## config.mk

```make
export PLATFORM = sky130hd
export DESIGN_NAME = clip_status
export DESIGN_NICKNAME = d
export VERILOG_FILES = /design/src/verilog/mixer_pkg.sv /design/src/verilog/clip_status.sv
export SDC_FILE = /design/constraint.sdc
export NUM_CORES = 1
export LEC_CHECK = 0
export BUFFER_PORTS_ARGS = -buffer_cell sky130_fd_sc_hd__buf_2
export CAP_MARGIN = 5
export CORE_AREA = 2 2 39 41
export DETAILED_ROUTE_END_ITERATION = 8
export DIE_AREA = 0 0 41 43
export GPL_ROUTABILITY_DRIVEN = 0
export PLACE_DENSITY_LB_ADDON = 0.12
export REMOVE_ABC_BUFFERS = 1
export SYNTH_ARGS = -nofsm -noshare
export SYNTH_HDL_FRONTEND = slang
export SYNTH_SLANG_ARGS = --single-unit
```

## constraint.sdc

```tcl
create_clock -name clk -period 1 [get_ports clk]
set_clock_uncertainty 0.1 [all_clocks]
set_input_delay 0.15 -clock clk [delete_from_list [all_inputs] [get_ports clk]]
set_output_delay 0.15 -clock clk [all_outputs]
set_load 0.01 [all_outputs]
```

## src/verilog/mixer_pkg.sv

```systemverilog
// mixer package: widths, q format constants, channel count, sample/gain/clip types

package mixer_pkg;

  ////////////////////////////////////////////////////////////
  // widths and q format
  ////////////////////////////////////////////////////////////

  localparam int AUDIO_WIDTH = 24;  // signed sample
  localparam int GAIN_WIDTH  = 16;  // unsigned gain or pan
  localparam int Q_BITS      = 14;  // gain is Q2.14
  localparam int N_CHANNELS  = 4;
  localparam int CLIP_WIDTH  = N_CHANNELS + 2;  // channels, bus, master

  // full multiply, one extra bit for the zero-extended gain
  localparam int PRODUCT_WIDTH = AUDIO_WIDTH + GAIN_WIDTH + 1;
  // four-way sum needs two guard bits
  localparam int ACC_WIDTH     = AUDIO_WIDTH + 2;

  ////////////////////////////////////////////////////////////
  // types
  ////////////////////////////////////////////////////////////

  typedef logic signed [AUDIO_WIDTH-1:0]   sample_t;
  typedef logic        [GAIN_WIDTH-1:0]    gain_t;
  typedef logic        [CLIP_WIDTH-1:0]    clip_t;
  typedef logic signed [PRODUCT_WIDTH-1:0] product_t;  // multiplier internal
  typedef logic signed [ACC_WIDTH-1:0]     acc_t;      // bus accumulator

  ////////////////////////////////////////////////////////////
  // typed constants
  ////////////////////////////////////////////////////////////

  localparam gain_t   GAIN_ONE   = gain_t'(1) << Q_BITS;  // 16384, unity
  localparam sample_t SAMPLE_MAX = {1'b0, {(AUDIO_WIDTH-1){1'b1}}};  // +2^23-1
  localparam sample_t SAMPLE_MIN = {1'b1, {(AUDIO_WIDTH-1){1'b0}}};  // -2^23

endpackage

```

## src/verilog/clip_status.sv

```systemverilog
// clip_status: sticky clip bits for channels, bus and master with clear strobe

`timescale 1ns/1ps

module clip_status
  import mixer_pkg::*;
(
  input  logic                  clk,
  input  logic                  rst_n,
  input  logic [N_CHANNELS-1:0] ch_clip,      // one pulse per channel
  input  logic                  bus_clip,
  input  logic                  master_clip,
  input  logic                  clear,        // software strobe
  output clip_t                 sr_clip
);

  clip_t set_bits;  // this cycle's clip pulses
  clip_t kept_bits; // old bits surviving a clear

  ////////////////////////////////////////////////////////////
  // bit layout
  ////////////////////////////////////////////////////////////

  // [N_CHANNELS-1:0] channels, then bus, then master on top
  assign set_bits = {master_clip, bus_clip, ch_clip};

  // clear drops old bits only
  assign kept_bits = clear ? '0 : sr_clip;

  always_ff @(posedge clk or negedge rst_n) begin
    if (!rst_n) begin
      sr_clip <= '0;
    end else begin
      sr_clip <= kept_bits | set_bits;  // new set beats clear
    end
  end

endmodule

```

==> metrics.txt <==
clock period minus final worst setup slack between 1 and 1.5 ns; core footprint between 1000 and 1500 µm²; instance area at placement a little under 300 µm²; slew at the pin with the worst max-slew slack 0.135 ns; Top Registers sr_clip x6; GR met2 Demand/Resource 0.0750; setup-violating endpoint count in the final report 1; switching portion of total power 0.206; critical path type flop to output port; CTS clock-pin slew for the worst setup and hold paths about 0.040 ns; number of antenna violations at the first check in global routing 0; Synth area leader dfrtp_1; largest net degree at the start of global routing 7; layout net count 50; switching power of the nets 118 µW; wire length of the first global-routing pass about 600 µm; overall power 573 µW; sinks on the clock net 6; Initial DRC Count 0; Placement Rows 14; critical path startpoint category flop; Sequential Power Share 0.469; highest clock frequency the design can meet about 1000 MHz; Mapped Cells 13; buffer cell driving the clock tree root clkbuf_4; final total negative setup slack -0.00292 ns; unrepaired setup endpoints after global routing true; failing checks negative setup slack; met1 global-route usage 0.0489; Die Width ~41 µm; global-route layer with the greatest usage met4; final setup slack of the worst path -0.00292 ns; TritonCTS clock tree built; hold violation count in the final report 0; antenna diode count 0; number of input and output port buffers inserted 14; outcome finished, violations left; All-Layer GR Usage 0.0575; fraction of power consumed by the clock network 0.368; gr ovfl total 0; Yosys cell types 3; top register by number of flip-flops sr_clip; Placed Cells incl. Taps 43; endpoint kind of the worst setup timing path output port; worst relative slew slack 0.910; via/cell ratio between 3 and 4; required time at the endpoint of the critical path 0.75 ns; Seq cells post-synth 6; vias post-DR around 190; area growth from synthesis to layout 103%; total CTS buffers 3; maximum cell stage delay along the critical path 0.38 ns; maximum vdd drop approximately 420 µV; starting density of the core 0.144; Leakage Power between 0.2 and 0.25 nW; iteration count of the initial detailed-routing pass 1; Antenna Violating Nets Remaining 0; number of pins with negative max-slew slack in the final report 0; cell breakdown of the critical path buf_2; slowest CP cell dfrtp_1; Final Hold Slack ~0.15 ns; Cell Count, Final, Fillers Out 55; fill count 146; share of the synthesized area in the top cell type 0.755; part of the Yosys area used for sequential elements 0.755; DIE AREA ~1800 µm²; crit share post-route 1.00; WL per Instance 8.36 µm; number of top-level pins 15; Crit Path Max Fanout 2; final instance area approximately 400 µm²; grt met3 use 0.0314; Clock Latency Late Sink between 0.2 and 0.25 ns; top cells by area in the synthesized netlist dfrtp_1, a21o_1, inv_2; top cell family by delay on the critical path flip-flops; Vert. Die Dim about 43 µm; H-tree level count 1; buffers plus inverters on the worst setup path 1; Mapped Area 199 µm²; number of DRC violations after detailed routing 0; pwr dens roughly 1400 nW/µm²; Warnings, synthesis 0; max FFs per register 6; power share of the combinational group 0.163; largest buffer count on any clock path 2; number of global-route vias before repair 176; fraction of layout cells with a size suffix above 1 0.513; post-synthesis average cell area 15.3 µm²; Max Cap Viol 0; Power Internal 454 µW; worst hold-check path type primary input to flop; R2R Setup Slk 0.12 ns; CP Data Arrival Time ~0.75 ns; total detailed-routing wirelength between 400 and 500 µm
==> path summary, 6_finish.rpt <==
kind                            start          to  depth (start not counted)
setup / recovery           sr_clip[3]  sr_clip[3]                          1
hold / removal                  clear  sr_clip[2]                          3
setup reg to reg           sr_clip[1]  sr_clip[1]                          2
hold reg to reg            sr_clip[0]  sr_clip[0]                          1
max in group asynchronous       rst_n  sr_clip[4]                          2
min in group asynchronous       rst_n  sr_clip[5]                          2
==> what timing repair did <==
action / CTS / global route
setup endpoints to repair: 6 / 6
buffers inserted: 1 / 1
hold endpoints to repair: 12 / 0
hold buffers: 7 / 0
resized for setup: 0 / 1
==> metal layers <==
metal,share of wire,vias to the layer above
met5,0,-
met4,0,0
met3,0.13,0
met2,0.43,10
met1,0.43,86
li1,-,96
==> cell usage in the layout (no fill, tap or decap), drive strengths merged <==
| master | Yosys | layout |
|---|---|---|
| clkbuf | 0 | 3 |
| inv | 1 | 1 |
| buf | 0 | 16 |
| a21o | 6 | 6 |
| dfrtp | 6 | 6 |
| dlygate4sd3 | 0 | 7 |
==> final cells by class <==
class	count	area, µm²	area share
Multi-Input combinational cell	6	45.0	0.112
Inverter	1	3.75	0.00932
Tap cell	16	20.0	0.0497
Clock buffer	3	22.5	0.0559
Timing Repair Buffer	23	161	0.401
Sequential cell	6	150	0.373
==> Yosys cell counts <==
cell	n
inv_2	1
dfrtp_1	6
a21o_1	6
==> logic make-up (layout without fill, tap and decap cells) <==
kind of cell           count (synthesis)  in the layout  share of synthesized area
AO/OA/AOI/OAI                          6              6                      0.226
flip-flops                             6              6                      0.755
buffers and inverters                  1             27                     0.0188
==> stage by stage <==
| stage | setup slack (ns) | util |
|---|---|---|
| 2_1_floorplan | 0.217 | - |
| 3_5_place_dp | 0.252 | 0.209 |
| 3_3_place_gp | 0.257 | 0.209 |
| 6_report | -0.00292 | 0.291 |
| 4_1_cts | -0.0137 | 0.281 |
| 5_1_grt | -0.0254 | 0.291 |
==> power groups by stage <==
stage | registers [mW] | clock network (mW) | logic, mW
after floorplan | 0.280 | 0 | 0.0155
after global routing | 0.269 | 0.246 | 0.102
after CTS | 0.268 | 0.228 | 0.0888
after detailed placement | 0.271 | 0 | 0.0642
after global placement | 0.270 | 0 | 0.0632
final | 0.268 | 0.211 | 0.0932
Power figures use the tool's default switching activity.
