===== src/verilog/mixer_pkg.sv =====
// mixer package: widths, q format constants, channel count, sample/gain/clip types

package mixer_pkg;

  ////////////////////////////////////////////////////////////
  // widths and q format
  ////////////////////////////////////////////////////////////

  localparam int AUDIO_WIDTH = 24;  // signed sample
  localparam int GAIN_WIDTH  = 16;  // unsigned gain or pan
  localparam int Q_BITS      = 14;  // gain is Q2.14
  localparam int N_CHANNELS  = 4;
  localparam int CLIP_WIDTH  = N_CHANNELS + 2;  // channels, bus, master

  // full multiply, one extra bit for the zero-extended gain
  localparam int PRODUCT_WIDTH = AUDIO_WIDTH + GAIN_WIDTH + 1;
  // four-way sum needs two guard bits
  localparam int ACC_WIDTH     = AUDIO_WIDTH + 2;

  ////////////////////////////////////////////////////////////
  // types
  ////////////////////////////////////////////////////////////

  typedef logic signed [AUDIO_WIDTH-1:0]   sample_t;
  typedef logic        [GAIN_WIDTH-1:0]    gain_t;
  typedef logic        [CLIP_WIDTH-1:0]    clip_t;
  typedef logic signed [PRODUCT_WIDTH-1:0] product_t;  // multiplier internal
  typedef logic signed [ACC_WIDTH-1:0]     acc_t;      // bus accumulator

  ////////////////////////////////////////////////////////////
  // typed constants
  ////////////////////////////////////////////////////////////

  localparam gain_t   GAIN_ONE   = gain_t'(1) << Q_BITS;  // 16384, unity
  localparam sample_t SAMPLE_MAX = {1'b0, {(AUDIO_WIDTH-1){1'b1}}};  // +2^23-1
  localparam sample_t SAMPLE_MIN = {1'b1, {(AUDIO_WIDTH-1){1'b0}}};  // -2^23

endpackage


===== src/verilog/master_stage.sv =====
// master_stage: two-cycle shared master gain on the stereo pair

`timescale 1ns/1ps

module master_stage
  import mixer_pkg::*;
(
  input  logic    clk,
  input  logic    rst_n,

  // bus pair in
  input  sample_t in_left,
  input  sample_t in_right,
  input  logic    in_valid,

  // shared gain, taken as the frame enters
  input  gain_t   cr_master_gain,

  // final pair out
  output sample_t out_left,
  output sample_t out_right,
  output logic    out_valid,
  output logic    clip
);

  logic left_ovf;
  logic right_ovf;

  ////////////////////////////////////////////////////////////
  // one multiplier per side
  ////////////////////////////////////////////////////////////

  q_multiplier u_master_left (
    .clk          (clk),
    .rst_n        (rst_n),
    .in_valid     (in_valid),
    .multiplicand (in_left),
    .multiplier   (cr_master_gain),
    .product      (out_left),
    .out_valid    (out_valid),    // left carries the pair's valid
    .overflow     (left_ovf)
  );

  q_multiplier u_master_right (
    .clk          (clk),
    .rst_n        (rst_n),
    .in_valid     (in_valid),
    .multiplicand (in_right),
    .multiplier   (cr_master_gain),
    .product      (out_right),
    .out_valid    (),             // identical to left
    .overflow     (right_ovf)
  );

  // master clips if either side clamped
  assign clip = left_ovf | right_ovf;

endmodule


===== src/verilog/q_multiplier.sv =====
// q_multiplier: two-cycle signed sample times unsigned Q gain, floor shift, saturation

`timescale 1ns/1ps

module q_multiplier
  import mixer_pkg::*;
(
  input  logic    clk,
  input  logic    rst_n,
  input  logic    in_valid,
  input  sample_t multiplicand,
  input  gain_t   multiplier,
  output sample_t product,
  output logic    out_valid,
  output logic    overflow
);

  product_t prod_q;   // full-width product, stage one
  logic     valid_q;  // stage one valid
  product_t shifted;  // prod_q >>> Q_BITS
  logic     sat_hi;
  logic     sat_lo;
  sample_t  clamped;

  ////////////////////////////////////////////////////////////
  // stage one: raw multiply
  ////////////////////////////////////////////////////////////

  // gain is zero-extended by the cast, so the multiply stays signed
  always_ff @(posedge clk) begin
    if (in_valid) begin
      prod_q <= product_t'(multiplicand) * product_t'(multiplier);  // gain taken here
    end
  end

  always_ff @(posedge clk or negedge rst_n) begin
    if (!rst_n) begin
      valid_q <= 1'b0;
    end else begin
      valid_q <= in_valid;
    end
  end

  ////////////////////////////////////////////////////////////
  // stage two: shift, clamp, flag
  ////////////////////////////////////////////////////////////

  always_comb begin
    shifted = prod_q >>> Q_BITS;  // arithmetic, rounds toward minus infinity
    sat_hi  = shifted > product_t'(SAMPLE_MAX);
    sat_lo  = shifted < product_t'(SAMPLE_MIN);
    if (sat_hi) begin
      clamped = SAMPLE_MAX;
    end else if (sat_lo) begin
      clamped = SAMPLE_MIN;
    end else begin
      clamped = shifted[AUDIO_WIDTH-1:0];  // fits, plain truncation
    end
  end

  always_ff @(posedge clk or negedge rst_n) begin
    if (!rst_n) begin
      product   <= '0;
      out_valid <= 1'b0;
      overflow  <= 1'b0;
    end else begin
      out_valid <= valid_q;
      overflow  <= valid_q & (sat_hi | sat_lo);  // only with a real frame
      if (valid_q) begin
        product <= clamped;  // holds between frames
      end
    end
  end

endmodule

===== config.mk =====
export PLATFORM = sky130hd
export DESIGN_NAME = master_stage
export DESIGN_NICKNAME = d
export VERILOG_FILES = /design/src/verilog/mixer_pkg.sv /design/src/verilog/master_stage.sv /design/src/verilog/q_multiplier.sv
export SDC_FILE = /design/constraint.sdc
export NUM_CORES = 2
export LEC_CHECK = 0
export ABC_AREA = 1
export BUFFER_PORTS_ARGS = -buffer_cell sky130_fd_sc_hd__buf_4
export CAP_MARGIN = 10
export CORE_UTILIZATION = 40
export DETAILED_ROUTE_END_ITERATION = 10
export GPL_TIMING_DRIVEN = 0
export SLEW_MARGIN = 15
export SYNTH_ARGS = -nofsm -noshare
export SYNTH_HDL_FRONTEND = slang
export SYNTH_HIERARCHICAL = 1
export SYNTH_SLANG_ARGS = --single-unit

===== constraint.sdc =====
create_clock -name clk -period 1.5 [get_ports clk]
set_input_delay 0.15 -clock clk [delete_from_list [all_inputs] [get_ports clk]]
set_output_delay 0.15 -clock clk [all_outputs]
set_load 0.03 [all_outputs]

==> results.cfg <==
[run_status]
status = finished, violations left
violations = setup timing

[final_layout]
final_util_pct = 53.0
syn_to_final_growth_pct = 31.0
diodes = 0
final_net_count = 5565
drive_gt1_share_pct = 26.3

[floorplanning]
ios = 117
die-width_um = 290
coreArea_mm2 = 0.0822
initial_core_util_pct = 40.5
die-area_mm2 = 0.0844
rows = 105
die_h_um = 290

[clock_tree]
insertion_delay_ns = 0.36
cts_max_level = 3
cts.path.max_buffers = 2
numCtsBuffers = 9
cts_tree = done
clkSinkCount = 107
clkTransAtPathRegs_ns = 0.08
cts-root-buf = clkbuf_16

[yosys]
syn_area_mm2 = 0.0333
avgSynthCellArea_um2 = 7.88
syn_nets = 5240
ys_warn_count = 6
syn-instance-count = 4225

[sta]
rsz0062_at_grt = true
setup_viol = 54
hold_viol = 0
tightest_slew_ns = 0.798
fin_ws_ns = -3.70
skew_ns = 0.00866
drv_slew = 0
max_freq_mhz = 192
max_slew_margin_pct = 46.8
finalCritPeriodShare_pct = 347
min_period_ns = 5.20

[global_routing]
antenna_found_initial = 0
grt_usage_pct = 26.6
grt_pass1_vias = 29100
grt_pass1_wl_um = 169000
grt_max_degree = 57
grt_remaining_overflow = 0

[route]
num_vias = 27600
drc = 0
drt-initial-drc-count = 2100
viasPerCell = 4.91
drt_pass1_iterations = 6
wl_per_cell_um = 19.6
drt-total-wl_um = 110000
ant_nets = 0

[critical_path]
critical_path_class = input pin to register
worst-path-max-fanout = 7
arrival_ns = 5.31
slowest_stage = fa_1
start_kind = input pin
crit_path_end_kind = register
cpPeakStageDelay_ns = 0.58
cp_data_required_time_ns = 1.61
cp_common_cell = fa_1

[placed_design]
port_buffers = 72
dp_hpwl_um = 86200
place.gp.congestion = 0.963

[run]
drv_cap = 0

[worst_hold_path]
hp-class = input pin to register
-- what timing repair did --
| action | 4_1_cts | 5_1_grt |
|---|---|---|
| setup endpoints to repair | 55 | 94 |
| gates cloned | 12 | 1 |
| hold buffers | 1 | 0 |
| gates resized for setup | 656 | 267 |
| setup buffers | 174 | 57 |
| hold endpoints to repair | 53 | 0 |
| pin swaps | 303 | 237 |
-- final timing paths --
path / startpoint / end / slack, ns / cells past startpoint
setup / recovery: in_left[23] / u_master_left/prod_q[38] / -3.70 / 25
hold / removal: in_valid / u_master_left/valid_q / 0.25 / 1
setup reg to reg: u_master_left/prod_q[39] / u_master_left/product[2] / 0.10 / 5
hold reg to reg: u_master_left/valid_q / u_master_left/out_valid / 0.37 / 0
max in group asynchronous: rst_n / u_master_left/product[17] / 0.63 / 2
min in group asynchronous: rst_n / u_master_right/product[8] / 0.36 / 2
-- per-stage QoR --
step | instance area, um2 | cells | setup slack (ns) | TNS (ns) | hold WS, ns
after floorplan | 35400 | 4225 | -3.65 | -181.07 | -0.146
after global placement | 37300 | 5367 | -4.97 | -241.03 | 0.247
after detailed placement | 37300 | 5367 | -5.02 | -241.42 | 0.247
after CTS | 42200 | 5570 | -3.66 | -184.46 | 0.265
after global routing | 43600 | 5625 | -3.88 | -196.06 | 0.290
final | 43600 | 5625 | -3.70 | -188.98 | 0.246
-- state kept, by name, summed over array words and instances, names as in the netlist --
name,count
u_master_right/overflow,1
u_master_left/out_valid,1
u_master_left/overflow,1
u_master_right/prod_q,27
u_master_left/product,24
u_master_right/valid_q,1
u_master_right/product,24
u_master_left/valid_q,1
u_master_left/prod_q,27
-- routing by layer --
metal  vias to the layer above  global-route usage [%]  share of wire, %  routed length (um)
li1                      12500                       -                 -                   -
met1                     13800                    36.7                42               46800
met2                      1126                    41.1                44               48700
met3                       200                    6.54               9.9               11000
met4                         0                    9.02               3.7                4040
met5                         -                       0                 0                   0
-- critical path, delay by kind of cell --
| kind | cells | cell delay (ns) |
|---|---|---|
| AND/OR/NAND/NOR | 7 | 0.60 |
| AO/OA/AOI/OAI | 2 | 0.32 |
| adder cells (fa/ha/maj) | 7 | 3.34 |
| buffers and inverters | 9 | 0.89 |
-- cell usage in the layout (no fill, tap or decap), types with 56 or more instances in the layout --
cell type and count:
nand2_1 938, clkbuf_8 61, inv_2 131, ha_1 140, nand2_2 145, fa_1 681, fa_2 69, inv_1 1187
ha_4 56, buf_4 218, nand2_4 68, clkbuf_16 85, nor2_1 120
-- cell type report --
cell class | instances | area, um2
Sequential cell | 107 | 2950
Inverter | 1326 | 5000
Tap cell | 1070 | 1340
Fill cell | 7529 | 38600
Clock inverter | 6 | 57.6
Multi-Input combinational cell | 2622 | 27900
Timing Repair Buffer | 314 | 3250
Buffer | 170 | 2830
Clock buffer | 10 | 229
Power is left out: the tool's default activity adds up to more than one toggle a clock period on the data nets, which glitch-free logic cannot reach.
