--- config.mk ---
export PLATFORM = sky130hd
export DESIGN_NAME = mixer_channel
export DESIGN_NICKNAME = d
export VERILOG_FILES = /design/src/verilog/mixer_pkg.sv /design/src/verilog/mixer_channel.sv /design/src/verilog/q_multiplier.sv
export SDC_FILE = /design/constraint.sdc
export NUM_CORES = 2
export LEC_CHECK = 0
export BUFFER_PORTS_ARGS = -buffer_cell sky130_fd_sc_hd__clkbuf_2
export CORE_MARGIN = 4
export CORE_UTILIZATION = 40
export CTS_CLUSTER_SIZE = 14
export DETAILED_ROUTE_END_ITERATION = 8
export PLACE_DENSITY = 0.56
export SYNTH_ARGS = -nofsm -noshare
export SYNTH_HDL_FRONTEND = slang
export SYNTH_SLANG_ARGS = --single-unit
--- constraint.sdc ---
create_clock -name clk -period 7.1 [get_ports clk]
set_input_delay 2.13 -clock clk [delete_from_list [all_inputs] [get_ports clk]]
set_output_delay 2.13 -clock clk [all_outputs]
set_load 0.05 [all_outputs]
--- src/verilog/mixer_pkg.sv ---
// mixer package: widths, q format constants, channel count, sample/gain/clip types

package mixer_pkg;

  ////////////////////////////////////////////////////////////
  // widths and q format
  ////////////////////////////////////////////////////////////

  localparam int AUDIO_WIDTH = 24;  // signed sample
  localparam int GAIN_WIDTH  = 16;  // unsigned gain or pan
  localparam int Q_BITS      = 14;  // gain is Q2.14
  localparam int N_CHANNELS  = 4;
  localparam int CLIP_WIDTH  = N_CHANNELS + 2;  // channels, bus, master

  // full multiply, one extra bit for the zero-extended gain
  localparam int PRODUCT_WIDTH = AUDIO_WIDTH + GAIN_WIDTH + 1;
  // four-way sum needs two guard bits
  localparam int ACC_WIDTH     = AUDIO_WIDTH + 2;

  ////////////////////////////////////////////////////////////
  // types
  ////////////////////////////////////////////////////////////

  typedef logic signed [AUDIO_WIDTH-1:0]   sample_t;
  typedef logic        [GAIN_WIDTH-1:0]    gain_t;
  typedef logic        [CLIP_WIDTH-1:0]    clip_t;
  typedef logic signed [PRODUCT_WIDTH-1:0] product_t;  // multiplier internal
  typedef logic signed [ACC_WIDTH-1:0]     acc_t;      // bus accumulator

  ////////////////////////////////////////////////////////////
  // typed constants
  ////////////////////////////////////////////////////////////

  localparam gain_t   GAIN_ONE   = gain_t'(1) << Q_BITS;  // 16384, unity
  localparam sample_t SAMPLE_MAX = {1'b0, {(AUDIO_WIDTH-1){1'b1}}};  // +2^23-1
  localparam sample_t SAMPLE_MIN = {1'b1, {(AUDIO_WIDTH-1){1'b0}}};  // -2^23

endpackage

--- src/verilog/mixer_channel.sv ---
// mixer_channel: per-channel gain multiply, then parallel left/right pan multiplies

`timescale 1ns/1ps

module mixer_channel
  import mixer_pkg::*;
(
  input  logic    clk,
  input  logic    rst_n,

  // sample in
  input  sample_t x,
  input  logic    x_valid,

  // controls
  input  gain_t   cr_gain,
  input  gain_t   cr_pan,

  // panned pair out
  output sample_t y_left,
  output sample_t y_right,
  output logic    y_valid,
  output logic    clip
);

  sample_t x_gain;        // after channel gain
  logic    x_gain_valid;
  logic    gain_ovf;
  gain_t   pan_right;     // derived right pan gain
  logic    left_ovf;
  logic    right_ovf;

  ////////////////////////////////////////////////////////////
  // channel gain, cycles 1-2
  ////////////////////////////////////////////////////////////

  q_multiplier u_gain_mult (
    .clk          (clk),
    .rst_n        (rst_n),
    .in_valid     (x_valid),
    .multiplicand (x),
    .multiplier   (cr_gain),
    .product      (x_gain),
    .out_valid    (x_gain_valid),
    .overflow     (gain_ovf)
  );

  ////////////////////////////////////////////////////////////
  // pan split, cycles 3-4
  ////////////////////////////////////////////////////////////

  // right = unity - pan, floored at zero once pan passes unity
  assign pan_right = (cr_pan > GAIN_ONE) ? '0 : GAIN_ONE - cr_pan;

  q_multiplier u_pan_left (
    .clk          (clk),
    .rst_n        (rst_n),
    .in_valid     (x_gain_valid),
    .multiplicand (x_gain),
    .multiplier   (cr_pan),      // left gain is pan itself
    .product      (y_left),
    .out_valid    (y_valid),     // both sides in lockstep
    .overflow     (left_ovf)
  );

  q_multiplier u_pan_right (
    .clk          (clk),
    .rst_n        (rst_n),
    .in_valid     (x_gain_valid),
    .multiplicand (x_gain),
    .multiplier   (pan_right),
    .product      (y_right),
    .out_valid    (),            // same as left valid
    .overflow     (right_ovf)
  );

  // overflows already carry their valid
  assign clip = gain_ovf | left_ovf | right_ovf;

endmodule

--- src/verilog/q_multiplier.sv ---
// q_multiplier: two-cycle signed sample times unsigned Q gain, floor shift, saturation

`timescale 1ns/1ps

module q_multiplier
  import mixer_pkg::*;
(
  input  logic    clk,
  input  logic    rst_n,
  input  logic    in_valid,
  input  sample_t multiplicand,
  input  gain_t   multiplier,
  output sample_t product,
  output logic    out_valid,
  output logic    overflow
);

  product_t prod_q;   // full-width product, stage one
  logic     valid_q;  // stage one valid
  product_t shifted;  // prod_q >>> Q_BITS
  logic     sat_hi;
  logic     sat_lo;
  sample_t  clamped;

  ////////////////////////////////////////////////////////////
  // stage one: raw multiply
  ////////////////////////////////////////////////////////////

  // gain is zero-extended by the cast, so the multiply stays signed
  always_ff @(posedge clk) begin
    if (in_valid) begin
      prod_q <= product_t'(multiplicand) * product_t'(multiplier);  // gain taken here
    end
  end

  always_ff @(posedge clk or negedge rst_n) begin
    if (!rst_n) begin
      valid_q <= 1'b0;
    end else begin
      valid_q <= in_valid;
    end
  end

  ////////////////////////////////////////////////////////////
  // stage two: shift, clamp, flag
  ////////////////////////////////////////////////////////////

  always_comb begin
    shifted = prod_q >>> Q_BITS;  // arithmetic, rounds toward minus infinity
    sat_hi  = shifted > product_t'(SAMPLE_MAX);
    sat_lo  = shifted < product_t'(SAMPLE_MIN);
    if (sat_hi) begin
      clamped = SAMPLE_MAX;
    end else if (sat_lo) begin
      clamped = SAMPLE_MIN;
    end else begin
      clamped = shifted[AUDIO_WIDTH-1:0];  // fits, plain truncation
    end
  end

  always_ff @(posedge clk or negedge rst_n) begin
    if (!rst_n) begin
      product   <= '0;
      out_valid <= 1'b0;
      overflow  <= 1'b0;
    end else begin
      out_valid <= valid_q;
      overflow  <= valid_q & (sat_hi | sat_lo);  // only with a real frame
      if (valid_q) begin
        product <= clamped;  // holds between frames
      end
    end
  end

endmodule
==> flow_metrics.tcl <==
set metrics [dict create \
    syn_area_um2 46100 \
    endpoint_kind "register" \
    r2r_start "u_gain_mult.product[13]$_DFFE_PN0P_" \
    fin_crit_ns 9.16 \
    core-area_um2 114000 \
    grt_max_degree 49 \
    fin_ws_ns -2.06 \
    cp.buffers_inverters 5 \
    crit_end "u_pan_right.prod_q[39]$_DFFE_PP_" \
    worst_pin_slew_ns 0.971 \
    drive_gt1_frac 0.210 \
    synth_top_area_frac 0.488 \
    syn_inst 4950 \
    track_usage 0.212 \
    clk_latency_ns 0.49 \
    cts_buffers 17 \
    holdPathStages 2 \
    cp_num_cells 27 \
    violations "negative setup slack" \
    port_buffers 108 \
    hold_violations 0 \
    r2r-end "u_pan_left.prod_q[39]$_DFFE_PP_" \
    synth.top_cells.by_count "1304 x inv_1, 1125 x fa_1, 733 x nand2_1, 349 x and2_1, 298 x ha_1" \
    routabilityCongestion 0.872 \
    drt_iter0_drc 1584 \
    rsz0062_at_grt "true" \
    synth.area.top_cells "fa_1 49%, inv_1 11%, ha_1 8.1%" \
    synth.most_common_cell "inv_1" \
    maxSlewViolCount 0 \
    yosys_warnings 0 \
    r2r_slack_ns 0.42 \
    clk_pin_slew_ns 0.08 \
    worst_path_max_delay_cell "or4_4" \
    clock-root-buffer "clkbuf_16" \
    fin_area_um2 56400 \
    antenna_found_initial 2 \
    critPathRequiredTime_ns 7.32 \
    fin_skew_ns 0.0223 \
    syn_avg_cell_area_um2 9.32 \
    dp_hpwl_um 100000 \
    std_cell_rows 124 \
    avgViaCountPerCell 4.81 \
    routedWlPerCell_um 17.4 \
    grt_pass1_vias 38100 \
    dr.pass1.iters 5 \
    yosys.area.top_type "fa_1" \
    drcViolationCount 0 \
    arrival_ns 9.39 \
    overflow 0 \
    die_y_um 348 \
    synth-async-reset-ratio 0.494 \
    antenna_left 0 \
    start_util 0.403 \
    startpoint "cr_pan[9]" \
    finalWirelength_um 122000 \
    pre_cts_ws_ns -2.75 \
    cts_tree "yes" \
    cts_buffer_depth 2 \
    ys_seq_area_frac 0.0956 \
    ioPinCount 109 \
    route.vias.total 33700 \
    cpMostUsedCell "fa_1" \
    status "complete, but fails checks" \
    path_max_fanout 6 \
    htreeDepth 4 \
    critical-path-max-stage-delay_ns 0.60 \
    dieWidth_um 348 \
    max_slew_margin 0.351 \
    dp_cells 6900 \
    crit_path_start_kind "primary input" \
    hold_path.class "reg2reg" \
    cp_top_family "adder cells" \
    setup_viol 68 \
    synth_edf_count 81 \
    rr_worst_depth 21 \
    num_antenna_cells 0 \
    yosysUniqueCellTypes 62 \
    grt_pass1_wl_um 205000 \
    synth_seq_cells 160 \
    max_freq_ghz 0.109 \
    numClockSinks 160 \
    crit_type "in2reg" \
    post-route-period-util 1.29 \
    synth_ff_type "edfxtp_1" \
    setup-tns-final_ns -60.64 \
    synth_nets 6432 \
    layoutNonFillerInstCount 7009 \
    die_area_um2 121000 \
    nets 6966 \
    syn_to_final_growth_pct 22.4 \
    cap_violations 0 \
    placed_area_um2 53000 \
]
-- tightest hold or removal path, delay by kind of cell (launching register included) --
kind,cells,cell delay (ns)
flops,1,0.33
compound gates,1,0.09
simple gates,1,0.04
-- worst min-delay path by stage --
stage                                startpoint                                  end  slack, ns
2_1_floorplan     u_gain_mult.valid_q$_DFF_PN0_      u_gain_mult.out_valid$_DFF_PN0_       0.35
3_3_place_gp    u_pan_left.prod_q[16]$_DFFE_PP_    u_pan_left.product[2]$_DFFE_PN0P_       0.47
6_report       u_pan_right.prod_q[36]$_DFFE_PP_  u_pan_right.product[22]$_DFFE_PN0P_       0.49
3_5_place_dp    u_pan_left.prod_q[25]$_DFFE_PP_   u_pan_left.product[11]$_DFFE_PN0P_       0.48
4_1_cts        u_pan_right.prod_q[36]$_DFFE_PP_  u_pan_right.product[22]$_DFFE_PN0P_       0.50
5_1_grt        u_gain_mult.prod_q[24]$_DFFE_PP_  u_gain_mult.product[10]$_DFFE_PN0P_       0.52
-- layout make-up --
cell class                      count  area [um2]
Clock buffer                       20         458
Clock inverter                     12         125
Fill cell                       10600       57900
Inverter                         1308        4920
Multi-Input combinational cell   3251       37900
Sequential cell                   160        4410
Tap cell                         1512        1890
Timing Repair Buffer              746        6700
-- kinds of logic (layout without fill, tap and decap cells) --
kind of cell | after synthesis | count (layout) | share of synthesized area
AO/OA/AOI/OAI | 282 | 282 | 0.0399
XOR/XNOR | 104 | 104 | 0.0198
adder cells (fa/ha/maj) | 1423 | 1423 | 0.569
buffers and inverters | 1540 | 2086 | 0.128
flip-flops | 160 | 160 | 0.0956
multiplexers | 3 | 3 | 0.000732
AND/OR/NAND/NOR | 1438 | 1439 | 0.147
-- state kept, by name, indices dropped and copies added (netlist names) --
name,cells
u_gain_mult.valid_q,1
u_pan_right.valid_q,1
u_pan_left.prod_q,27
u_pan_right.product,24
u_gain_mult.prod_q,27
u_pan_left.product,24
u_pan_left.overflow,1
u_gain_mult.out_valid,1
u_pan_right.prod_q,27
u_gain_mult.product,24
u_pan_left.out_valid,1
u_gain_mult.overflow,1
u_pan_right.overflow,1
-- metal layers --
metal  wire length, um  vias to the layer above  share of wire  global-route usage
met5                 0                        -              0                   0
met4              3340                        0          0.027              0.0554
met3              6400                      150          0.052              0.0329
met2             59200                      770           0.48               0.358
met1             53200                    17300           0.44               0.285
li1                  -                    15500              -                   -
-- cells in the final DEF (no fill, tap or decap), drive strengths merged, types with 8 or more instances in the layout --
| cell type | synthesis | layout |
|---|---|---|
| a211oi | 8 | 8 |
| a21o | 38 | 38 |
| a21oi | 58 | 58 |
| and2 | 349 | 349 |
| and3 | 22 | 22 |
| buf | 45 | 638 |
| clkbuf | 187 | 123 |
| dfrtp | 79 | 79 |
| edfxtp | 81 | 81 |
| fa | 1125 | 1125 |
| ha | 298 | 298 |
| inv | 1304 | 1309 |
| nand2 | 733 | 733 |
| nand2b | 11 | 11 |
| nand3 | 16 | 16 |
| nand4 | 11 | 11 |
| nor2 | 135 | 136 |
| nor2b | 8 | 8 |
| nor3 | 109 | 109 |
| nor4 | 27 | 27 |
| o21a | 10 | 10 |
| o21ai | 37 | 37 |
| o21bai | 12 | 12 |
| o22ai | 71 | 71 |
| xnor2 | 65 | 65 |
| xor2 | 39 | 39 |
-- through the flow --
stage	hold WS (ns)	util
finish	0.494	0.493
global route	0.518	0.493
CTS	0.497	0.486
detailed placement	0.481	0.464
global placement	0.472	0.464
floorplan	0.352	-
-- what timing repair did --
| item | in CTS | in global routing |
|---|---|---|
| gates resized for setup | 294 | 198 |
| buffers inserted | 53 | 31 |
| pin swaps | 169 | 169 |
| endpoints found under the setup margin | 72 | 73 |
| gates cloned | 8 | 2 |
| hold buffers | 0 | 0 |
Power is left out: the tool's default activity adds up to more than one toggle a clock period on the data nets, which glitch-free logic cannot reach.
