File: config.mk
export PLATFORM = sky130hd
export DESIGN_NAME = mix_bus
export DESIGN_NICKNAME = d
export VERILOG_FILES = /design/src/verilog/mixer_pkg.sv /design/src/verilog/mix_bus.sv
export SDC_FILE = /design/constraint.sdc
export NUM_CORES = 1
export LEC_CHECK = 0
export ABC_AREA = 0
export BUFFER_PORTS_ARGS = -buffer_cell sky130_fd_sc_hd__buf_2
export CAP_MARGIN = 0
export CORE_AREA = 5 5 103 177
export CTS_CLUSTER_SIZE = 16
export DETAILED_ROUTE_END_ITERATION = 10
export DIE_AREA = 0 0 108 182
export PLACE_DENSITY = 0.87
export SETUP_SLACK_MARGIN = 0.05
export SYNTH_ARGS = -nofsm -noshare
export SYNTH_HDL_FRONTEND = slang
export SYNTH_SLANG_ARGS = --single-unit
File: constraint.sdc
create_clock -name clk -period 1.1 [get_ports clk]
set_clock_uncertainty 0.2 [all_clocks]
set_input_delay 0.22 -clock clk [delete_from_list [all_inputs] [get_ports clk]]
set_output_delay 0.22 -clock clk [all_outputs]
set_load 0.03 [all_outputs]
File: src/verilog/mixer_pkg.sv
// mixer package: widths, q format constants, channel count, sample/gain/clip types

package mixer_pkg;

  ////////////////////////////////////////////////////////////
  // widths and q format
  ////////////////////////////////////////////////////////////

  localparam int AUDIO_WIDTH = 24;  // signed sample
  localparam int GAIN_WIDTH  = 16;  // unsigned gain or pan
  localparam int Q_BITS      = 14;  // gain is Q2.14
  localparam int N_CHANNELS  = 4;
  localparam int CLIP_WIDTH  = N_CHANNELS + 2;  // channels, bus, master

  // full multiply, one extra bit for the zero-extended gain
  localparam int PRODUCT_WIDTH = AUDIO_WIDTH + GAIN_WIDTH + 1;
  // four-way sum needs two guard bits
  localparam int ACC_WIDTH     = AUDIO_WIDTH + 2;

  ////////////////////////////////////////////////////////////
  // types
  ////////////////////////////////////////////////////////////

  typedef logic signed [AUDIO_WIDTH-1:0]   sample_t;
  typedef logic        [GAIN_WIDTH-1:0]    gain_t;
  typedef logic        [CLIP_WIDTH-1:0]    clip_t;
  typedef logic signed [PRODUCT_WIDTH-1:0] product_t;  // multiplier internal
  typedef logic signed [ACC_WIDTH-1:0]     acc_t;      // bus accumulator

  ////////////////////////////////////////////////////////////
  // typed constants
  ////////////////////////////////////////////////////////////

  localparam gain_t   GAIN_ONE   = gain_t'(1) << Q_BITS;  // 16384, unity
  localparam sample_t SAMPLE_MAX = {1'b0, {(AUDIO_WIDTH-1){1'b1}}};  // +2^23-1
  localparam sample_t SAMPLE_MIN = {1'b1, {(AUDIO_WIDTH-1){1'b0}}};  // -2^23

endpackage

File: src/verilog/mix_bus.sv
// mix_bus: one-cycle per-side sum of all channels with saturation and clip flag

`timescale 1ns/1ps

module mix_bus
  import mixer_pkg::*;
(
  input  logic    clk,
  input  logic    rst_n,
  input  sample_t in_left  [N_CHANNELS],
  input  sample_t in_right [N_CHANNELS],
  input  logic    in_valid,             // channel 0 valid, all in lockstep
  output sample_t sum_left,
  output sample_t sum_right,
  output logic    sum_valid,
  output logic    clip
);

  acc_t    acc_left;   // exact sums, two guard bits
  acc_t    acc_right;
  logic    clamp_left;
  logic    clamp_right;
  sample_t sat_left;
  sample_t sat_right;

  ////////////////////////////////////////////////////////////
  // exact sum and clamp
  ////////////////////////////////////////////////////////////

  always_comb begin
    acc_left  = '0;
    acc_right = '0;
    for (int i = 0; i < N_CHANNELS; i++) begin
      acc_left  = acc_left  + acc_t'(in_left[i]);   // sign-extended
      acc_right = acc_right + acc_t'(in_right[i]);
    end

    clamp_left  = (acc_left  > acc_t'(SAMPLE_MAX)) || (acc_left  < acc_t'(SAMPLE_MIN));
    clamp_right = (acc_right > acc_t'(SAMPLE_MAX)) || (acc_right < acc_t'(SAMPLE_MIN));

    // sign bit picks the limit
    sat_left  = clamp_left  ? (acc_left[ACC_WIDTH-1]  ? SAMPLE_MIN : SAMPLE_MAX)
                            : acc_left[AUDIO_WIDTH-1:0];
    sat_right = clamp_right ? (acc_right[ACC_WIDTH-1] ? SAMPLE_MIN : SAMPLE_MAX)
                            : acc_right[AUDIO_WIDTH-1:0];
  end

  always_ff @(posedge clk or negedge rst_n) begin
    if (!rst_n) begin
      sum_left  <= '0;
      sum_right <= '0;
      sum_valid <= 1'b0;
      clip      <= 1'b0;
    end else begin
      sum_valid <= in_valid;
      clip      <= in_valid & (clamp_left | clamp_right);  // either side
      if (in_valid) begin
        sum_left  <= sat_left;
        sum_right <= sat_right;
      end
    end
  end

endmodule

==> run summary, run 1 <==
DR vias/cell: 5.34
Global Route Usage Sum: 26.5%
Post-Synth Adder-Cell Area: 33.4%
Global-route wire length before repair: 42,100 um
Clk Latency, worst-skew pair: 0.30 ns
DRT Wirelength: 29,200 um
Count of cell types in the netlist: 55
Unrepaired setup endpoints after global routing: true
CTS tree: done
TritonRoute pass-1 iters: 6
Top-count cell post-synth: inv_1
Ys Warns: 0
Power density over the cells: 2550 nW/um^2
Critical Path Start Type: input pin
Htree depth: 2
Syn nets: 1,312
Num CTS Buffers: 5
Critical Path Fanout Max: 6
Leakage: 6.76 nW
Starting Density: 46.4%
CTS root buf: clkbuf_16
Peak supply drop: 1.61 mV
Worst-Margin Slew: 0.446 ns
Fin area: 12,200 sq um
Post-DRT Antenna Nets: 0
Max stage delay on crit path: 0.54 ns
# rows: 63
Status: finished with violations
Seq/Total Area, Yosys: 16.2%
Final Hold Vio Count: 0
Largest family of logic cells by synthesized area: adder cells
Post-synth top area share: 25.3%
DP Area: 10,600 sq um
Fin. max-slew vios: 0
Core area: 16,700 sq um
Final worst-path cycle share: 357%
Routed wire per std cell: 17.9 um
Fmax: 255 MHz
Clk sinks: 50
Area grow syn2layout: 57.4%
Antenna diodes: 0
Setup violations, final: 99
EDFF count, synth: 0
Top Ports: 245
Share of layout cells above drive strength 1: 42.5%
Req. time, crit path: 1.06 ns
Sw power: 0.0150 W
Detail Placement HPWL: 19,700 um
Max-Slew Margin vs Limit: 69.5%
Worst R2R Setup Slack: -0.39 ns
CP cell instances: buf_2, inv_1, fa_1, fa_1, inv_1, ha_4, buf_4, a21oi_1, o21ai_1, a31o_2, a41o_1, o21ai_2, and3_4, nor2_4, a21oi_4, buf_12, clkbuf_16, o22ai_2
Seq pwr share: 11.4%
CTS max path bufs: 2
Number of I/O port buffers: 244
Worst Hold Class: input pin to flop
DRC: 0
Setup ws final: -2.82 ns
Vias in the first global route: 9,329
Synthesized flop and latch total: 50
Synth Cell Area: 7750 sq um
Internal: 0.0162 W
Max capacitance violation total: 0
Setup CP Type: input pin to flop
Top cells by area, synth: fa_1, dfrtp_1, inv_1
Switching Fraction: 48.1%
Failing checks: setup timing
Routed via count: 8,732
Post-synth top flop: dfrtp_1
Clock-pin slew on the worst setup and hold paths: 0.07 ns
Mux share of post-synthesis cell area: 0.824%
Setup crit end kind: flop
Total grt overflow: 0
Final Critical Period: 3.92 ns
Nets@finish: 1,751
Largest area contributor in the netlist: fa_1
Most frequent cells after synthesis: inv_1, fa_1, nand2_1
Die area: 19,700 sq um
Synth Area in Simple Gates: 11.3%
Setup WS pre-CTS: -3.10 ns
Die X: 108 um
Slowest CP cell: fa_1
CP arrival: 3.88 ns
Synth Instances: 969
Compound-Gate Fraction of Synth Area: 17.7%
Initial DRC count: 487
Post-synthesis xor/xnor area fraction: 4.64%
Clock network fraction of total power: 5.4%
Initial antenna violation count: 0
Vert. Die Dim: 182 um
Routability cong.: 0.921
Total power: 0.0311 W
Largest net degree at the start of global routing: 51
Post-synth ARST share: 100%
Gate power share: 83.3%
Mapped Avg Cell Area: 7.99 sq um
==> power groups by stage <==
stage | Combinational (W) | Sequential (W) | Clock, W
2_1_floorplan | 0.0103 | 0.00494 | 0
3_3_place_gp | 0.0182 | 0.00333 | 0
3_5_place_dp | 0.0189 | 0.00335 | 0
4_1_cts | 0.0223 | 0.00344 | 0.00165
5_1_grt | 0.0276 | 0.00360 | 0.00174
6_report | 0.0259 | 0.00354 | 0.00167
==> per-stage QoR <==
step / util, % / cells / TNS, ns / hold slack [ns]
finish: 73.0 / 1636 / -142.06 / 0.0795
global route: 73.0 / 1636 / -147.42 / 0.0750
CTS: 69.2 / 1615 / -136.35 / 0.0712
detailed placement: 63.3 / 1570 / -147.11 / 0.0321
global placement: 63.3 / 1570 / -142.22 / 0.0278
floorplan: - / 969 / -126.25 / -0.276
==> cells in the final DEF (no fill, tap or decap), types with 8 or more instances in the layout <==
cell type and count:
ha_1 37, a21oi_1 32, nand2_1 55, buf_2 188
nand3_1 22, o21ai_0 38, xor2_1 18, nand4_1 11
fa_1 96, a21oi_2 10, o22ai_2 20, xnor2_1 21
o21ai_1 8, nand3_2 17, buf_4 197, dfrtp_1 50
nor2_1 53, ha_4 11, inv_1 276, buf_6 63
inv_2 15, a21o_1 25
==> timing repair <==
| action | 4_1_cts | 5_1_grt |
|---|---|---|
| gates cloned | 3 | 4 |
| hold buffers | 1 | 0 |
| pin swaps | 4 | 43 |
| setup endpoints to repair | 99 | 99 |
| setup buffers | 34 | 19 |
| endpoints found under the hold margin | 50 | 0 |
| resized for setup | 144 | 85 |
==> flip-flops by register name, summed over array words and instances, names as in the netlist <==
register / cells
sum_left: 24
sum_valid: 1
sum_right: 24
clip: 1
==> area by class of cell <==
class	instances	area, sq um
clock buffer	5	125
clock inverter	3	28.8
fill	1149	4520
inverter	293	1110
multi-input combinational	597	6000
sequential	50	1250
tap	227	284
timing repair buffer	461	3390
==> cell families (layout without fill, tap and decap cells) <==
| family | Yosys count | count (layout) |
|---|---|---|
| flip-flops | 50 | 50 |
| AO/OA/AOI/OAI | 212 | 212 |
| adder cells (fa/ha/maj) | 148 | 148 |
| buffers and inverters | 322 | 762 |
| AND/OR/NAND/NOR | 191 | 191 |
| multiplexers | 5 | 5 |
| XOR/XNOR | 41 | 41 |
==> layer usage <==
metal / vias to the layer above / track usage [%] / part of all wire [%]
met5: - / 0 / 0
met1: 4189 / 25.2 / 30
met2: 438 / 51.6 / 55
met3: 182 / 4.59 / 6.6
met4: 0 / 14.6 / 8.0
li1: 3923 / - / -
==> worst max-delay path, delay by kind of cell <==
family / cells / cell delay, ns
AO/OA/AOI/OAI: 7 / 1.17
adder cells (fa/ha/maj): 3 / 1.30
buffers and inverters: 6 / 0.84
AND/OR/NAND/NOR: 2 / 0.32
==> worst paths after layout <==
path / depth (start not counted) / start / end
min in group asynchronous: 3 / rst_n / sum_right[3]$_DFFE_PN0P_
min: 2 / in_valid / sum_valid$_DFF_PN0_
min reg2reg: 2 / sum_left[21]$_DFFE_PN0P_ / sum_left[21]$_DFFE_PN0P_
max reg2reg: 3 / sum_right[5]$_DFFE_PN0P_ / sum_right[5]$_DFFE_PN0P_
max in group asynchronous: 3 / rst_n / sum_right[15]$_DFFE_PN0P_
max: 18 / in_right[34] / sum_right[8]$_DFFE_PN0P_
Note: power is estimated with default switching activity, not from simulation.
==> run 2, diff against run 1 <==
- CELL_PAD_IN_SITES_DETAIL_PLACEMENT: unset -> 1
- CELL_PAD_IN_SITES_GLOBAL_PLACEMENT: unset -> 2
- CORE_AREA: 5 5 103 177 -> 5 5 176 178
- DIE_AREA: 0 0 108 182 -> 0 0 181 183
- PLACE_DENSITY: 0.87 -> 0.88
==> run 2 against run 1 <==
  * The flow still finishes with violations (setup timing)
  * Highest routed layer unchanged
  * First-iteration DRC count is 50% lower
  * Sequential power hardly changed
  * Sequential cell count stayed put
  * Maximum frequency is 3.1% higher
  * Sequential share of layout area hardly changed
  * Cell count is 10% higher
  * Wire length is 7.4% lower
  * Worst setup slack better by 0.12 ns
  * Global-route usage is 11 points lower
  * Non-clock buffer count is 2 higher
  * Critical endpoint is now sum_left[22]$_DFFE_PN0P_
==> run summary, run 2 (synthesis results as in run 1) <==
Status: finished with violations
Failing checks: setup timing
Hold Crit Depth: 4
Commonest cells after routing, fill and taps aside: inv_1, buf_4, buf_2, fa_1, buf_6
Initial antenna violation count: 0
Routed wire per std cell: 15.0 um
CP cell instances: buf_6, inv_4, fa_1, fa_1, inv_1, ha_2, fa_2, a211oi_2, o211ai_1, buf_4, nand3_4, and4_4, nor4_4, or3_4, mux2i_4, buf_6, buf_6, o311ai_4, nand2_1
CTS tree: done
Die X: 181 um
Max-Slew Margin vs Limit: 67.9%
Power density over the cells: 2470 nW/um^2
Final Hold Slack: 0.137 ns
Final Hold Vio Count: 0
Req. time, crit path: 1.13 ns
Fill count: 3,557
CP arrival: 3.83 ns
Fin. max-slew vios: 0
Initial DRC count: 245
Most common cell after layout, fill and taps aside: inv_1
Peak supply drop: 1.06 mV
DRC: 0
Starting Density: 26.5%
Max stage delay on crit path: 0.50 ns
Num CTS Buffers: 5
Global-route wire length before repair: 42,900 um
Detail Placement HPWL: 21,700 um
Final Critical Period: 3.81 ns
Regs by FF count: sum_left (24), sum_right (24)
Share of layout cells above drive strength 1: 40.7%
Core area: 29,200 sq um
Total grt overflow: 0
Top Ports: 245
GR peak layer: met2
Post-route setup TNS: -137.57 ns
Worst R2R Setup Slack: -0.23 ns
R2R depth: 3
Vert. Die Dim: 183 um
Worst R2R Start: sum_right[0]$_DFFE_PN0P_
Largest net degree at the start of global routing: 51
Final worst-path cycle share: 346%
DR vias/cell: 4.47
Leakage: 6.74 nW
Clk sinks: 50
Vias in the first global route: 9,008
Unrepaired setup endpoints after global routing: true
Antenna diodes: 0
Worst Hold Class: input pin to flop
Setup CP Type: input pin to flop
Hold path start: in_left[72]
M3 GR Usage: 2.64%
Hold Path End: sum_left[0]$_DFFE_PN0P_
TritonRoute pass-1 iters: 4
Fmax: 263 MHz
Met2 Use GR: 29.2%
Slowest CP cell: fa_1
Clock-pin slew on the worst setup and hold paths: 0.07 ns
Die area: 33,100 sq um
# rows: 63
Setup crit end kind: flop
Area grow syn2layout: 58.2%
DRT Wirelength: 27,100 um
Setup violations, final: 99
Routability cong.: 0.836
Worst-Margin Slew: 0.476 ns
Setup ws final: -2.71 ns
Reg-to-Reg End: sum_right[0]$_DFFE_PN0P_
Clk Latency, worst-skew pair: 0.29 ns
Critical Path Fanout Max: 7
Nets@finish: 1,753
Critical Path Start Type: input pin
Number of I/O port buffers: 244
CP dominant cell by count: buf_6
GRT met1 Usage: 18.6%
Max capacitance violation total: 0
CTS root buf: clkbuf_16
Routed via count: 8,059
Htree depth: 2
Global Route Usage Sum: 15.4%
Post-DRT Antenna Nets: 0
CTS max path bufs: 2
==> run 2: stage by stage <==
step | instances | utilization [%] | setup WS, ns | total power (W) | cell area [sq um]
2_1_floorplan | 969 | - | -2.65 | 0.0152 | 7980
3_3_place_gp | 1737 | 37.0 | -3.06 | 0.0220 | 10800
3_5_place_dp | 1737 | 37.0 | -3.15 | 0.0227 | 10800
4_1_cts | 1782 | 40.3 | -2.75 | 0.0279 | 11800
5_1_grt | 1801 | 41.9 | -2.85 | 0.0325 | 12300
6_report | 1801 | 41.9 | -2.71 | 0.0303 | 12300
==> run 2: area by class of cell <==
| type | count | area (sq um) | share of cell area (%) |
|---|---|---|---|
| clock buffers | 5 | 125 | 1.02 |
| clock inverters | 3 | 68.8 | 0.562 |
| inverters | 293 | 1120 | 9.12 |
| multi-input cells | 597 | 5830 | 47.5 |
| flip-flops and latches | 50 | 1250 | 10.2 |
| well taps | 390 | 488 | 3.98 |
| repair buffers | 463 | 3380 | 27.6 |
==> run 2: critical path: cells and delay by family <==
family / cells / cell delay, ns
mux: 1 / 0.20
fa+ha+maj: 4 / 1.52
simple gates: 5 / 0.87
buf+inv: 6 / 0.61
compound gates: 3 / 0.43
==> run 2: how the worst max path moves through the flow <==
stage            startpoint                       end  slack, ns  depth (start not counted)
2_1_floorplan   in_left[49]   sum_left[3]$_DFFE_PN0P_      -2.65                         16
3_3_place_gp   in_right[49]            clip$_DFF_PN0_      -3.06                         16
3_5_place_dp     in_left[2]  sum_left[17]$_DFFE_PN0P_      -3.15                         15
4_1_cts         in_left[25]  sum_left[15]$_DFFE_PN0P_      -2.75                         18
5_1_grt          in_left[2]  sum_left[17]$_DFFE_PN0P_      -2.85                         17
6_report        in_left[25]  sum_left[22]$_DFFE_PN0P_      -2.71                         19
==> run 2: metal layers <==
| metal | part of all wire, % | vias to the layer above |
|---|---|---|
| met3 | 5.0 | 25 |
| met2 | 53 | 188 |
| li1 | - | 3911 |
| met1 | 41 | 3935 |
| met4 | 1.3 | 0 |
| met5 | 0 | - |
==> run 2: report_power, final <==
group / internal [W] / switching (W)
clock network: 0.00131 / 0.000747
logic: 0.0123 / 0.0124
registers: 0.00277 / 0.000800
total: 0.0163 / 0.0140
==> run 2: timing repair <==
action,CTS,global route
endpoints found under the setup margin,99,99
pin swaps,21,12
endpoints found under the hold margin,50,0
setup buffers,35,15
gates cloned,1,4
hold buffers,1,0
resized for setup,134,46
